$ cat config.mk
export PLATFORM = sky130hd
export DESIGN_NAME = aes_fe_top
export DESIGN_NICKNAME = d
export VERILOG_FILES = /design/src/hdl/aes_fe_pkg.sv /design/src/hdl/aes_fe_entropy.sv /design/src/hdl/aes_fe_key_loader.sv /design/src/hdl/aes_fe_regs.sv /design/src/hdl/aes_fe_req_mux.sv /design/src/hdl/aes_fe_top.sv
export VERILOG_INCLUDE_DIRS = /design/src /design/src/hdl
export SDC_FILE = /design/constraint.sdc
export NUM_CORES = 2
export LEC_CHECK = 0
export BUFFER_PORTS_ARGS = -buffer_cell sky130_fd_sc_hd__buf_2
export CORE_MARGIN = 3
export CORE_UTILIZATION = 35
export DETAILED_ROUTE_END_ITERATION = 12
export HOLD_SLACK_MARGIN = 0.08
export REMOVE_ABC_BUFFERS = 1
export SYNTH_ARGS = -nofsm -noshare
export SYNTH_HDL_FRONTEND = slang
export SYNTH_HIERARCHICAL = 1
export SYNTH_SLANG_ARGS = --single-unit
$ cat constraint.sdc
create_clock -name clk -period 7.15 [get_ports clk]
set_input_delay 2.145 -clock clk [delete_from_list [all_inputs] [get_ports clk]]
set_output_delay 2.145 -clock clk [all_outputs]
set_load 0.05 [all_outputs]
$ cat src/hdl/aes_fe_config.svh
`ifndef AES_FE_CONFIG_SVH
`define AES_FE_CONFIG_SVH

// ======================================================================
// Bus and identity
// ======================================================================
`define AES_FE_ADDR_W 12
// "aes" and "1.0" in ASCII
`define AES_FE_NAME 32'h0061_6573
`define AES_FE_VERSION 32'h0031_2e30

// ======================================================================
// Register map
// ======================================================================
`define AES_FE_REG_NAME 12'h000
`define AES_FE_REG_VERSION 12'h004
`define AES_FE_REG_CTRL0 12'h008
`define AES_FE_REG_KV_RD_CTRL 12'h00c
`define AES_FE_REG_KV_RD_STATUS 12'h010

// Seed words sit back to back from the seed base
`define AES_FE_REG_SEED_BASE 12'h020
`define AES_FE_SEED_WORDS 9
`define AES_FE_SEED_IDX_W $clog2(`AES_FE_SEED_WORDS)

// Data windows, each one 128-bit block wide
`define AES_FE_REG_DIN_BASE 12'h050
`define AES_FE_REG_DOUT_BASE 12'h060
`define AES_FE_DATA_WORDS 4

// ======================================================================
// Keyvault
// ======================================================================
`define AES_FE_KEY_DWORDS 8
`define AES_FE_KV_ENTRY_W 5

`endif

$ cat src/hdl/aes_fe_pkg.sv
`default_nettype none

`include "aes_fe_config.svh"

package aes_fe_pkg;

  typedef logic [31:0] word_t;
  typedef logic [`AES_FE_ADDR_W-1:0] addr_t;
  typedef logic [`AES_FE_KEY_DWORDS-1:0][31:0] key_t;
  typedef logic [`AES_FE_DATA_WORDS-1:0][31:0] block_t;
  typedef logic [287:0] seed_t;
  typedef logic [`AES_FE_KV_ENTRY_W-1:0] kv_entry_t;

  // Key-read control fields, read_en in bit 0
  typedef struct packed {
    logic [25:0] rsvd;
    kv_entry_t   read_entry;
    logic        read_en;
  } kv_rd_ctrl_t;

  typedef union packed {
    word_t       raw;
    kv_rd_ctrl_t f;
  } kv_rd_ctrl_u;

  // Reverse the four bytes of a word
  function automatic word_t byte_swap(word_t w);
    return {w[7:0], w[15:8], w[23:16], w[31:24]};
  endfunction

endpackage

`default_nettype wire

$ cat src/hdl/aes_fe_entropy.sv
`default_nettype none
`timescale 1ns/1ps

`include "aes_fe_config.svh"

module aes_fe_entropy (
  input  wire                           clk,
  input  wire                           reset_n,
  input  wire                           seed_wr_i,
  input  wire [`AES_FE_SEED_IDX_W-1:0]  seed_idx_i,
  input  wire aes_fe_pkg::word_t        seed_wdata_i,
  input  wire                           entropy_req_i,
  output logic                          entropy_ack_o,
  output aes_fe_pkg::word_t             entropy_o
);
  import aes_fe_pkg::*;

  // Netlist constant state until firmware provides a seed
  localparam seed_t STATE_RST = {9{32'h5a3c_96e1}};

  seed_t                         seed_q;
  logic [`AES_FE_SEED_WORDS-1:0] seed_mask_q;
  logic                          seed_full;
  seed_t                         state_q;
  seed_t                         ks_state;
  word_t                         ks_word;
  logic                          t1;
  logic                          t2;
  logic                          t3;

  // ======================================================================
  // Seed tracking
  // ======================================================================
  always_ff @(posedge clk) begin
    if (seed_wr_i && (seed_idx_i < `AES_FE_SEED_WORDS)) begin
      seed_q[32*seed_idx_i +: 32] <= seed_wdata_i;
    end
  end

  // Reseed once every word was written at least once, then start over
  assign seed_full = &seed_mask_q;

  always_ff @(posedge clk or negedge reset_n) begin
    if (!reset_n) begin
      seed_mask_q <= '0;
    end else if (seed_full) begin
      seed_mask_q <= '0;
    end else if (seed_wr_i && (seed_idx_i < `AES_FE_SEED_WORDS)) begin
      seed_mask_q[seed_idx_i] <= 1'b1;
    end
  end

  // ======================================================================
  // Trivium, 32 rounds unrolled per cycle
  // ======================================================================
  always_comb begin
    ks_state = state_q;
    for (int i = 0; i < 32; i++) begin
      t1 = ks_state[65] ^ ks_state[92];
      t2 = ks_state[161] ^ ks_state[176];
      t3 = ks_state[242] ^ ks_state[287];
      ks_word[i] = t1 ^ t2 ^ t3;
      t1 = t1 ^ (ks_state[90] & ks_state[91]) ^ ks_state[170];
      t2 = t2 ^ (ks_state[174] & ks_state[175]) ^ ks_state[263];
      t3 = t3 ^ (ks_state[285] & ks_state[286]) ^ ks_state[68];
      // Three shift registers of 93, 84 and 111 bits
      ks_state = {ks_state[286:177], t2, ks_state[175:93], t1, ks_state[91:0], t3};
    end
  end

  always_ff @(posedge clk or negedge reset_n) begin
    if (!reset_n) begin
      state_q <= STATE_RST;
    end else if (seed_full) begin
      state_q <= seed_q;
    end else if (entropy_req_i) begin
      state_q <= ks_state;
    end
  end

  assign entropy_ack_o = entropy_req_i;
  assign entropy_o     = ks_word;

endmodule

`default_nettype wire

$ cat src/hdl/aes_fe_key_loader.sv
`default_nettype none
`timescale 1ns/1ps

`include "aes_fe_config.svh"

module aes_fe_key_loader (
  input  wire                    clk,
  input  wire                    reset_n,
  input  wire                    zeroize_i,
  input  wire                    kv_rd_start_i,
  input  wire                    kv_beat_valid_i,
  input  wire [2:0]              kv_beat_offset_i,
  input  wire aes_fe_pkg::word_t kv_beat_data_i,
  input  wire                    kv_done_i,
  input  wire                    kv_err_i,
  output aes_fe_pkg::key_t       key_o,
  output logic                   key_valid_o
);
  import aes_fe_pkg::*;

  key_t key_buf_q;

  // ======================================================================
  // Beat assembly
  // ======================================================================
  // Each beat lands byte-reversed at its dword, and every dword above it
  // is cleared so a short key never keeps stale upper words
  always_ff @(posedge clk or negedge reset_n) begin
    if (!reset_n) begin
      key_buf_q <= '0;
    end else if (zeroize_i) begin
      key_buf_q <= '0;
    end else if (kv_beat_valid_i) begin
      for (int d = 0; d < `AES_FE_KEY_DWORDS; d++) begin
        if (d == kv_beat_offset_i) begin
          key_buf_q[d] <= byte_swap(kv_beat_data_i);
        end else if (d > kv_beat_offset_i) begin
          key_buf_q[d] <= '0;
        end
      end
    end
  end

  // ======================================================================
  // Key to engine
  // ======================================================================
  always_ff @(posedge clk or negedge reset_n) begin
    if (!reset_n) begin
      key_o       <= '0;
      key_valid_o <= 1'b0;
    end else if (kv_rd_start_i || kv_err_i || zeroize_i) begin
      // New request, failed read or zeroize invalidates the key
      key_o       <= '0;
      key_valid_o <= 1'b0;
    end else if (kv_done_i) begin
      key_o       <= key_buf_q;
      key_valid_o <= 1'b1;
    end
  end

endmodule

`default_nettype wire

$ cat src/hdl/aes_fe_regs.sv
`default_nettype none
`timescale 1ns/1ps

`include "aes_fe_config.svh"

module aes_fe_regs (
  input  wire                           clk,
  input  wire                           reset_n,
  input  wire                           req_dv_i,
  input  wire                           req_write_i,
  input  wire aes_fe_pkg::addr_t        req_addr_i,
  input  wire aes_fe_pkg::word_t        req_wdata_i,
  output aes_fe_pkg::word_t             regs_rdata_o,
  input  wire                           engine_idle_i,
  input  wire                           engine_input_ready_i,
  input  wire aes_fe_pkg::block_t       data_out_i,
  input  wire                           kv_done_i,
  input  wire                           kv_err_i,
  output logic                          endian_swap_o,
  output aes_fe_pkg::block_t            data_in_o,
  output logic                          seed_wr_o,
  output logic [`AES_FE_SEED_IDX_W-1:0] seed_idx_o,
  output aes_fe_pkg::word_t             seed_wdata_o,
  output logic                          kv_rd_start_o,
  output logic                          kv_rd_req_o,
  output aes_fe_pkg::kv_entry_t         kv_rd_entry_o,
  output logic                          busy_o
);
  import aes_fe_pkg::*;

  word_t       ctrl0_q;
  kv_rd_ctrl_u kv_rd_ctrl_q;
  kv_rd_ctrl_u kv_wr_view;
  block_t      data_in_q;
  logic        kv_ready_q;
  logic        kv_valid_q;
  logic        kv_error_q;
  logic        wr_en;
  logic        kv_ctrl_wr;
  logic        din_hit;
  logic        dout_hit;
  logic        seed_hit;
  logic [1:0]  din_idx;
  logic [1:0]  dout_idx;

  // ======================================================================
  // Address decode
  // ======================================================================
  assign wr_en = req_dv_i & req_write_i;

  assign din_hit  = (req_addr_i >= `AES_FE_REG_DIN_BASE) &&
                    (req_addr_i < `AES_FE_REG_DIN_BASE + 4 * `AES_FE_DATA_WORDS);
  assign dout_hit = (req_addr_i >= `AES_FE_REG_DOUT_BASE) &&
                    (req_addr_i < `AES_FE_REG_DOUT_BASE + 4 * `AES_FE_DATA_WORDS);
  assign seed_hit = (req_addr_i >= `AES_FE_REG_SEED_BASE) &&
                    (req_addr_i < `AES_FE_REG_SEED_BASE + 4 * `AES_FE_SEED_WORDS);

  assign din_idx  = 2'((req_addr_i - `AES_FE_REG_DIN_BASE) >> 2);
  assign dout_idx = 2'((req_addr_i - `AES_FE_REG_DOUT_BASE) >> 2);

  // Seed words pass straight through to the entropy block
  assign seed_wr_o    = wr_en & seed_hit;
  assign seed_idx_o   = `AES_FE_SEED_IDX_W'((req_addr_i - `AES_FE_REG_SEED_BASE) >> 2);
  assign seed_wdata_o = req_wdata_i;

  // ======================================================================
  // Storage
  // ======================================================================
  always_ff @(posedge clk or negedge reset_n) begin
    if (!reset_n) begin
      ctrl0_q   <= '0;
      data_in_q <= '0;
    end else if (wr_en) begin
      if (req_addr_i == `AES_FE_REG_CTRL0) begin
        ctrl0_q <= req_wdata_i;
      end
      if (din_hit) begin
        data_in_q[din_idx] <= req_wdata_i;
      end
    end
  end

  assign endian_swap_o = ctrl0_q[0];
  assign data_in_o     = data_in_q;

  // ======================================================================
  // Key-read control and status
  // ======================================================================
  // Control may only change while the engine is idle and no read is running
  assign kv_wr_view.raw = req_wdata_i;
  assign kv_ctrl_wr = wr_en && (req_addr_i == `AES_FE_REG_KV_RD_CTRL) &&
                      engine_idle_i && engine_input_ready_i && kv_ready_q;

  // read_en lives for a single cycle and forms the start pulse
  always_ff @(posedge clk or negedge reset_n) begin
    if (!reset_n) begin
      kv_rd_ctrl_q <= '0;
    end else if (kv_ctrl_wr) begin
      kv_rd_ctrl_q.raw <= req_wdata_i;
    end else begin
      kv_rd_ctrl_q.f.read_en <= 1'b0;
    end
  end

  assign kv_rd_start_o = kv_rd_ctrl_q.f.read_en;
  assign kv_rd_entry_o = kv_rd_ctrl_q.f.read_entry;

  always_ff @(posedge clk or negedge reset_n) begin
    if (!reset_n) begin
      kv_ready_q  <= 1'b1;
      kv_valid_q  <= 1'b0;
      kv_error_q  <= 1'b0;
      kv_rd_req_o <= 1'b0;
    end else begin
      kv_rd_req_o <= kv_rd_start_o;
      if (kv_ctrl_wr && kv_wr_view.f.read_en) begin
        kv_ready_q <= 1'b0;
      end else if (kv_done_i || kv_err_i) begin
        kv_ready_q <= 1'b1;
      end
      // A new request drops the old result
      if (kv_rd_start_o) begin
        kv_valid_q <= 1'b0;
        kv_error_q <= 1'b0;
      end else begin
        if (kv_done_i) kv_valid_q <= 1'b1;
        if (kv_err_i) kv_error_q <= 1'b1;
      end
    end
  end

  assign busy_o = ~engine_idle_i | ~kv_ready_q;

  // ======================================================================
  // Read data
  // ======================================================================
  always_comb begin
    regs_rdata_o = '0;
    case (req_addr_i)
      `AES_FE_REG_NAME:         regs_rdata_o = `AES_FE_NAME;
      `AES_FE_REG_VERSION:      regs_rdata_o = `AES_FE_VERSION;
      `AES_FE_REG_CTRL0:        regs_rdata_o = ctrl0_q;
      `AES_FE_REG_KV_RD_CTRL:   regs_rdata_o = kv_rd_ctrl_q.raw;
      `AES_FE_REG_KV_RD_STATUS: regs_rdata_o = {29'd0, kv_error_q, kv_valid_q, kv_ready_q};
      default: begin
        // Seed words are write-only and read as zero
        if (din_hit) begin
          regs_rdata_o = data_in_q[din_idx];
        end else if (dout_hit) begin
          regs_rdata_o = data_out_i[dout_idx];
        end
      end
    endcase
  end

endmodule

`default_nettype wire

$ cat src/hdl/aes_fe_req_mux.sv
`default_nettype none
`timescale 1ns/1ps

`include "aes_fe_config.svh"

module aes_fe_req_mux (
  input  wire                    host_dv_i,
  input  wire                    host_write_i,
  input  wire aes_fe_pkg::addr_t host_addr_i,
  input  wire aes_fe_pkg::word_t host_wdata_i,
  output aes_fe_pkg::word_t      host_rdata_o,
  output logic                   host_err_o,
  input  wire                    dma_dv_i,
  input  wire                    dma_write_i,
  input  wire aes_fe_pkg::addr_t dma_addr_i,
  input  wire aes_fe_pkg::word_t dma_wdata_i,
  output aes_fe_pkg::word_t      dma_rdata_o,
  output logic                   dma_err_o,
  input  wire                    endian_swap_i,
  input  wire aes_fe_pkg::word_t regs_rdata_i,
  output logic                   req_dv_o,
  output logic                   req_write_o,
  output aes_fe_pkg::addr_t      req_addr_o,
  output aes_fe_pkg::word_t      req_wdata_o
);
  import aes_fe_pkg::*;

  logic  collision;
  logic  din_hit;
  logic  dout_hit;
  logic  swap_en;
  word_t wdata_sel;
  word_t rdata_post;

  // Both ports at once is a software error, reported on both
  assign collision  = host_dv_i & dma_dv_i;
  assign host_err_o = collision;
  assign dma_err_o  = collision;

  // DMA wins address and data on a collision
  assign req_dv_o    = host_dv_i | dma_dv_i;
  assign req_write_o = dma_dv_i ? dma_write_i : host_write_i;
  assign req_addr_o  = dma_dv_i ? dma_addr_i : host_addr_i;
  assign wdata_sel   = dma_dv_i ? dma_wdata_i : host_wdata_i;

  assign din_hit  = (req_addr_o >= `AES_FE_REG_DIN_BASE) &&
                    (req_addr_o < `AES_FE_REG_DIN_BASE + 4 * `AES_FE_DATA_WORDS);
  assign dout_hit = (req_addr_o >= `AES_FE_REG_DOUT_BASE) &&
                    (req_addr_o < `AES_FE_REG_DOUT_BASE + 4 * `AES_FE_DATA_WORDS);

  // Only the data windows are byte swapped, control registers never
  assign swap_en = req_dv_o & endian_swap_i & (din_hit | dout_hit);

  assign req_wdata_o = swap_en ? byte_swap(wdata_sel) : wdata_sel;
  assign rdata_post  = swap_en ? byte_swap(regs_rdata_i) : regs_rdata_i;

  assign host_rdata_o = host_dv_i ? rdata_post : '0;
  assign dma_rdata_o  = dma_dv_i ? rdata_post : '0;

endmodule

`default_nettype wire

$ cat src/hdl/aes_fe_top.sv
`default_nettype none
`timescale 1ns/1ps

`include "aes_fe_config.svh"

module aes_fe_top (
  input  wire                        clk,
  input  wire                        reset_n,
  // Host port
  input  wire                        host_dv_i,
  input  wire                        host_write_i,
  input  wire aes_fe_pkg::addr_t     host_addr_i,
  input  wire aes_fe_pkg::word_t     host_wdata_i,
  output aes_fe_pkg::word_t          host_rdata_o,
  output logic                       host_err_o,
  // DMA port
  input  wire                        dma_dv_i,
  input  wire                        dma_write_i,
  input  wire aes_fe_pkg::addr_t     dma_addr_i,
  input  wire aes_fe_pkg::word_t     dma_wdata_i,
  output aes_fe_pkg::word_t          dma_rdata_o,
  output logic                       dma_err_o,
  // Engine
  input  wire                        engine_idle_i,
  input  wire                        engine_input_ready_i,
  input  wire aes_fe_pkg::block_t    data_out_i,
  output aes_fe_pkg::block_t         data_in_o,
  output aes_fe_pkg::key_t           key_o,
  output logic                       key_valid_o,
  input  wire                        entropy_req_i,
  output logic                       entropy_ack_o,
  output aes_fe_pkg::word_t          entropy_o,
  // Keyvault
  output logic                       kv_rd_req_o,
  output aes_fe_pkg::kv_entry_t      kv_rd_entry_o,
  input  wire                        kv_beat_valid_i,
  input  wire [2:0]                  kv_beat_offset_i,
  input  wire aes_fe_pkg::word_t     kv_beat_data_i,
  input  wire                        kv_done_i,
  input  wire                        kv_err_i,
  input  wire                        zeroize_i,
  output logic                       busy_o
);
  import aes_fe_pkg::*;

  logic                          req_dv;
  logic                          req_write;
  addr_t                         req_addr;
  word_t                         req_wdata;
  word_t                         regs_rdata;
  logic                          endian_swap;
  logic                          seed_wr;
  logic [`AES_FE_SEED_IDX_W-1:0] seed_idx;
  word_t                         seed_wdata;
  logic                          kv_rd_start;

  aes_fe_req_mux u_req_mux (
    .host_dv_i    (host_dv_i),
    .host_write_i (host_write_i),
    .host_addr_i  (host_addr_i),
    .host_wdata_i (host_wdata_i),
    .host_rdata_o (host_rdata_o),
    .host_err_o   (host_err_o),
    .dma_dv_i     (dma_dv_i),
    .dma_write_i  (dma_write_i),
    .dma_addr_i   (dma_addr_i),
    .dma_wdata_i  (dma_wdata_i),
    .dma_rdata_o  (dma_rdata_o),
    .dma_err_o    (dma_err_o),
    .endian_swap_i(endian_swap),
    .regs_rdata_i (regs_rdata),
    .req_dv_o     (req_dv),
    .req_write_o  (req_write),
    .req_addr_o   (req_addr),
    .req_wdata_o  (req_wdata)
  );

  aes_fe_regs u_regs (
    .clk                 (clk),
    .reset_n             (reset_n),
    .req_dv_i            (req_dv),
    .req_write_i         (req_write),
    .req_addr_i          (req_addr),
    .req_wdata_i         (req_wdata),
    .regs_rdata_o        (regs_rdata),
    .engine_idle_i       (engine_idle_i),
    .engine_input_ready_i(engine_input_ready_i),
    .data_out_i          (data_out_i),
    .kv_done_i           (kv_done_i),
    .kv_err_i            (kv_err_i),
    .endian_swap_o       (endian_swap),
    .data_in_o           (data_in_o),
    .seed_wr_o           (seed_wr),
    .seed_idx_o          (seed_idx),
    .seed_wdata_o        (seed_wdata),
    .kv_rd_start_o       (kv_rd_start),
    .kv_rd_req_o         (kv_rd_req_o),
    .kv_rd_entry_o       (kv_rd_entry_o),
    .busy_o              (busy_o)
  );

  aes_fe_key_loader u_key_loader (
    .clk             (clk),
    .reset_n         (reset_n),
    .zeroize_i       (zeroize_i),
    .kv_rd_start_i   (kv_rd_start),
    .kv_beat_valid_i (kv_beat_valid_i),
    .kv_beat_offset_i(kv_beat_offset_i),
    .kv_beat_data_i  (kv_beat_data_i),
    .kv_done_i       (kv_done_i),
    .kv_err_i        (kv_err_i),
    .key_o           (key_o),
    .key_valid_o     (key_valid_o)
  );

  aes_fe_entropy u_entropy (
    .clk          (clk),
    .reset_n      (reset_n),
    .seed_wr_i    (seed_wr),
    .seed_idx_i   (seed_idx),
    .seed_wdata_i (seed_wdata),
    .entropy_req_i(entropy_req_i),
    .entropy_ack_o(entropy_ack_o),
    .entropy_o    (entropy_o)
  );

endmodule

`default_nettype wire

==> metrics.txt <==
status=finished, final reports clean; P_sw=0.0109 W; pin count of the biggest net entering global routing=205; pre-CTS setup slack=-0.443 ns; Setup Skew=0.0566 ns; CTS clk-pin slew, worst paths=0.06 ns; Rows=153; synthesis-stage register bit count=1294; Worst Path Max Fanout=7; die height=425 µm; hold depth=2; Sequential Power Share=0.366; RD Place Congestion=0.932; via/cell ratio=5.79; Critical R2R Launch=u_regs/ctrl0_q[0]; sequential cell area fraction in the yosys report=0.552; Worst Path Arrival=4.97 ns; pwr dens=377 nW/µm²; post-synthesis cell type count=80; Residual DRC=0; Max IR drop VDD=0.412 mV; CTS buffer count=146; hold path startpoint=u_entropy/seed_q[274]; die extent in x=425 µm; Worst R2R End=u_entropy/seed_q[117]; hpwl dp=172 mm; Final Setup Violations=0; WP data required=5.01 ns; later-pin clock latency in the skew report=0.81 ns; initial core utilization=0.353; I/O Buffers=754; crit path time final=7.12 ns; placed cells=7618; kind of critical path=in2out; fmax=141 MHz; Pre-Repair DR Iteration Count=6; Rel. slew slack=0.168; wire per inst=31.9 µm; die area=181000 µm²; RSZ-0062 raised after global routing=yes; fin util=0.426; first-pass GRT wire length=355 mm; commonest non-fill, non-tap cell in the layout=dfrtp_1; Worst R2R Setup Slack=3.91 ns; Synth Flop Type=dfrtp_1; Core ar.=174000 µm²; Max-cap violations=0; H-tree levels=4; ys async rst share=0.777; final WL=252 mm; combinational share of power=0.362; Final Non-Filler Cells=7910; total global-route track usage=0.272; Max clock buf depth=3; CP startpoint kind=input port; mapped cell area=61600 µm²; number of synthesized flops with an enable pin=288; vias=45800; post-route setup TNS=0 ns; clock sinks=1294; Pleak=32.5 nW; Ports=755; CTS tree=built; Final Worst Setup Slack=0.0326 ns; total of warnings raised by yosys=6; Area Overhead vs Synth=20.7%; Power Internal=0.0171 W; worst min-delay path class=reg2reg; Slew Viols, Final=0; final-stage net count=5721; vias in the first global route=45800; most frequent cells in the layout=dfrtp_1 (861), buf_2 (696), nand4_1 (324); Hold Vio Cnt, Final=0; minimum hold slack=0.445 ns; final worst path period share=0.995; global route total overflow=0; CP Capture Type=output pin; share of layout cells above drive strength 1=0.338; Clock Power Share=0.273; antenna violations before repair=32; Starting DRT DRC Count=5058; Worst Hold Path EP=u_entropy/state_q[274]; antenna-violating nets left=0; reg2reg path depth=7; switching part of the total power=0.390; Post-Syn Instances=4765; Slew @ Worst Pin=1.25 ns; Mean Syn Cell Area=12.9 µm²; CTS root buf=clkbuf_16
[critical path, stage by stage]
cell and delay [ns]:
buf_16 0.12, buf_12 0.15, mux2_8 0.46, buf_16 0.20, buf_4 0.15, mux4_2 0.33
a22oi_1 0.13, buf_4 0.18, o22ai_1 0.23, o31ai_1 0.16, a21boi_2 0.34, buf_2 0.34
[metrics by stage]
| stage | power (W) | area, µm² |
|---|---|---|
| 2_1_floorplan | 0.0164 | 59100 |
| 3_3_place_gp | 0.0203 | 68900 |
| 3_5_place_dp | 0.0204 | 68900 |
| 4_1_cts | 0.0281 | 74100 |
| 5_1_grt | 0.0289 | 74300 |
| 6_report | 0.0280 | 74300 |
[power by group through the flow]
stage	combinational, W	sequential [W]	clock (W)
after floorplan	0.00674	0.00962	0
after global placement	0.00999	0.0103	0
after detailed placement	0.0101	0.0103	0
after CTS	0.0101	0.0102	0.00775
after global routing	0.0106	0.0103	0.00807
final	0.0101	0.0102	0.00764
[logic make-up after synthesis]
family / share of synthesized area
xor+xnor: 0.0590
compound gates: 0.106
flops: 0.552
buf+inv: 0.0431
simple gates: 0.108
mux: 0.130
fa+ha+maj: 0.00122
[metal layers]
layer / track usage / vias to the layer above / wire (µm)
li1: - / 19000 / -
met1: 0.351 / 24100 / 100000
met2: 0.432 / 2285 / 119000
met3: 0.0713 / 400 / 22500
met4: 0.113 / 12 / 11100
met5: 0 / - / 73
[synth_stat cells, drive strengths merged (3+ instances only)]
library cell	instances	share of area
or4	3	0.00049
and2	290	0.029
or2	3	0.00030
nor4	9	0.0016
xnor3	64	0.023
o31ai	33	0.0041
a221o	7	0.0011
mux2	300	0.055
xor2	33	0.0047
a22oi	64	0.0078
xnor2	130	0.018
a21boi	65	0.0079
and3	3	0.00030
dfstp	145	0.062
nand2	130	0.0079
xor3	32	0.012
a22o	320	0.046
mux2i	242	0.040
nor2b	37	0.0038
nand4	324	0.033
nor4b	4	0.0012
inv	40	0.0024
edfxtp	288	0.14
nor2	192	0.012
clkbuf	229	0.014
a2111oi	4	0.00077
mux4	96	0.035
o22ai	16	0.0016
buf	244	0.026
o221ai	96	0.014
a21oi	52	0.0044
dfrtp	861	0.35
o21ai	206	0.017
nand3	5	0.00041
nand2b	136	0.014
nor3	24	0.0023
ha	6	0.0012
o32ai	3	0.00043
[state kept, by name, indices dropped and copies added (netlist names)]
| name | flops |
|---|---|
| u_key_loader/key_buf_q | 256 |
| u_entropy/state_q | 288 |
| u_regs/kv_rd_req_o | 1 |
| u_entropy/seed_q | 288 |
| u_regs/data_in_o | 128 |
| u_entropy/seed_mask_q | 9 |
| u_regs/ctrl0_q | 32 |
| u_key_loader/key_valid_o | 1 |
| u_regs/kv_rd_ctrl_q | 32 |
| u_key_loader/key_o | 256 |
| u_regs/kv_valid_q | 1 |
| u_regs/kv_ready_q | 1 |
| u_regs/kv_error_q | 1 |
[timing repair]
action,4_1_cts,5_1_grt
resized for setup,53,32
setup buffers,2,4
hold buffers,0,0
pin swaps,12,11
cloned,2,2
endpoints found under the setup margin,53,44
hold endpoints to repair,0,0
[area by class of cell]
class | count | area [µm²]
diodes | 17 | 42.5
clock buffers | 206 | 4190
clock inverters | 59 | 621
fillers | 16100 | 100000
inverters | 41 | 154
multi-input cells | 2958 | 25500
flip-flops and latches | 1294 | 34000
well taps | 2325 | 2910
repair buffers | 1010 | 6900
[how the worst max path moves through the flow]
stage | start | to | slack [ns] | cells after the start
final | dma_dv_i | host_rdata_o[14] | 0.03 | 12
after floorplan | kv_done_i | u_key_loader/key_o[0] | -1.63 | 2
after detailed placement | dma_dv_i | host_rdata_o[8] | -0.44 | 10
after global placement | dma_dv_i | host_rdata_o[8] | -0.42 | 10
after global routing | dma_dv_i | host_rdata_o[9] | -0.01 | 11
after CTS | dma_dv_i | host_rdata_o[2] | -0.0004 | 12
(Power assumes the default switching activity.)
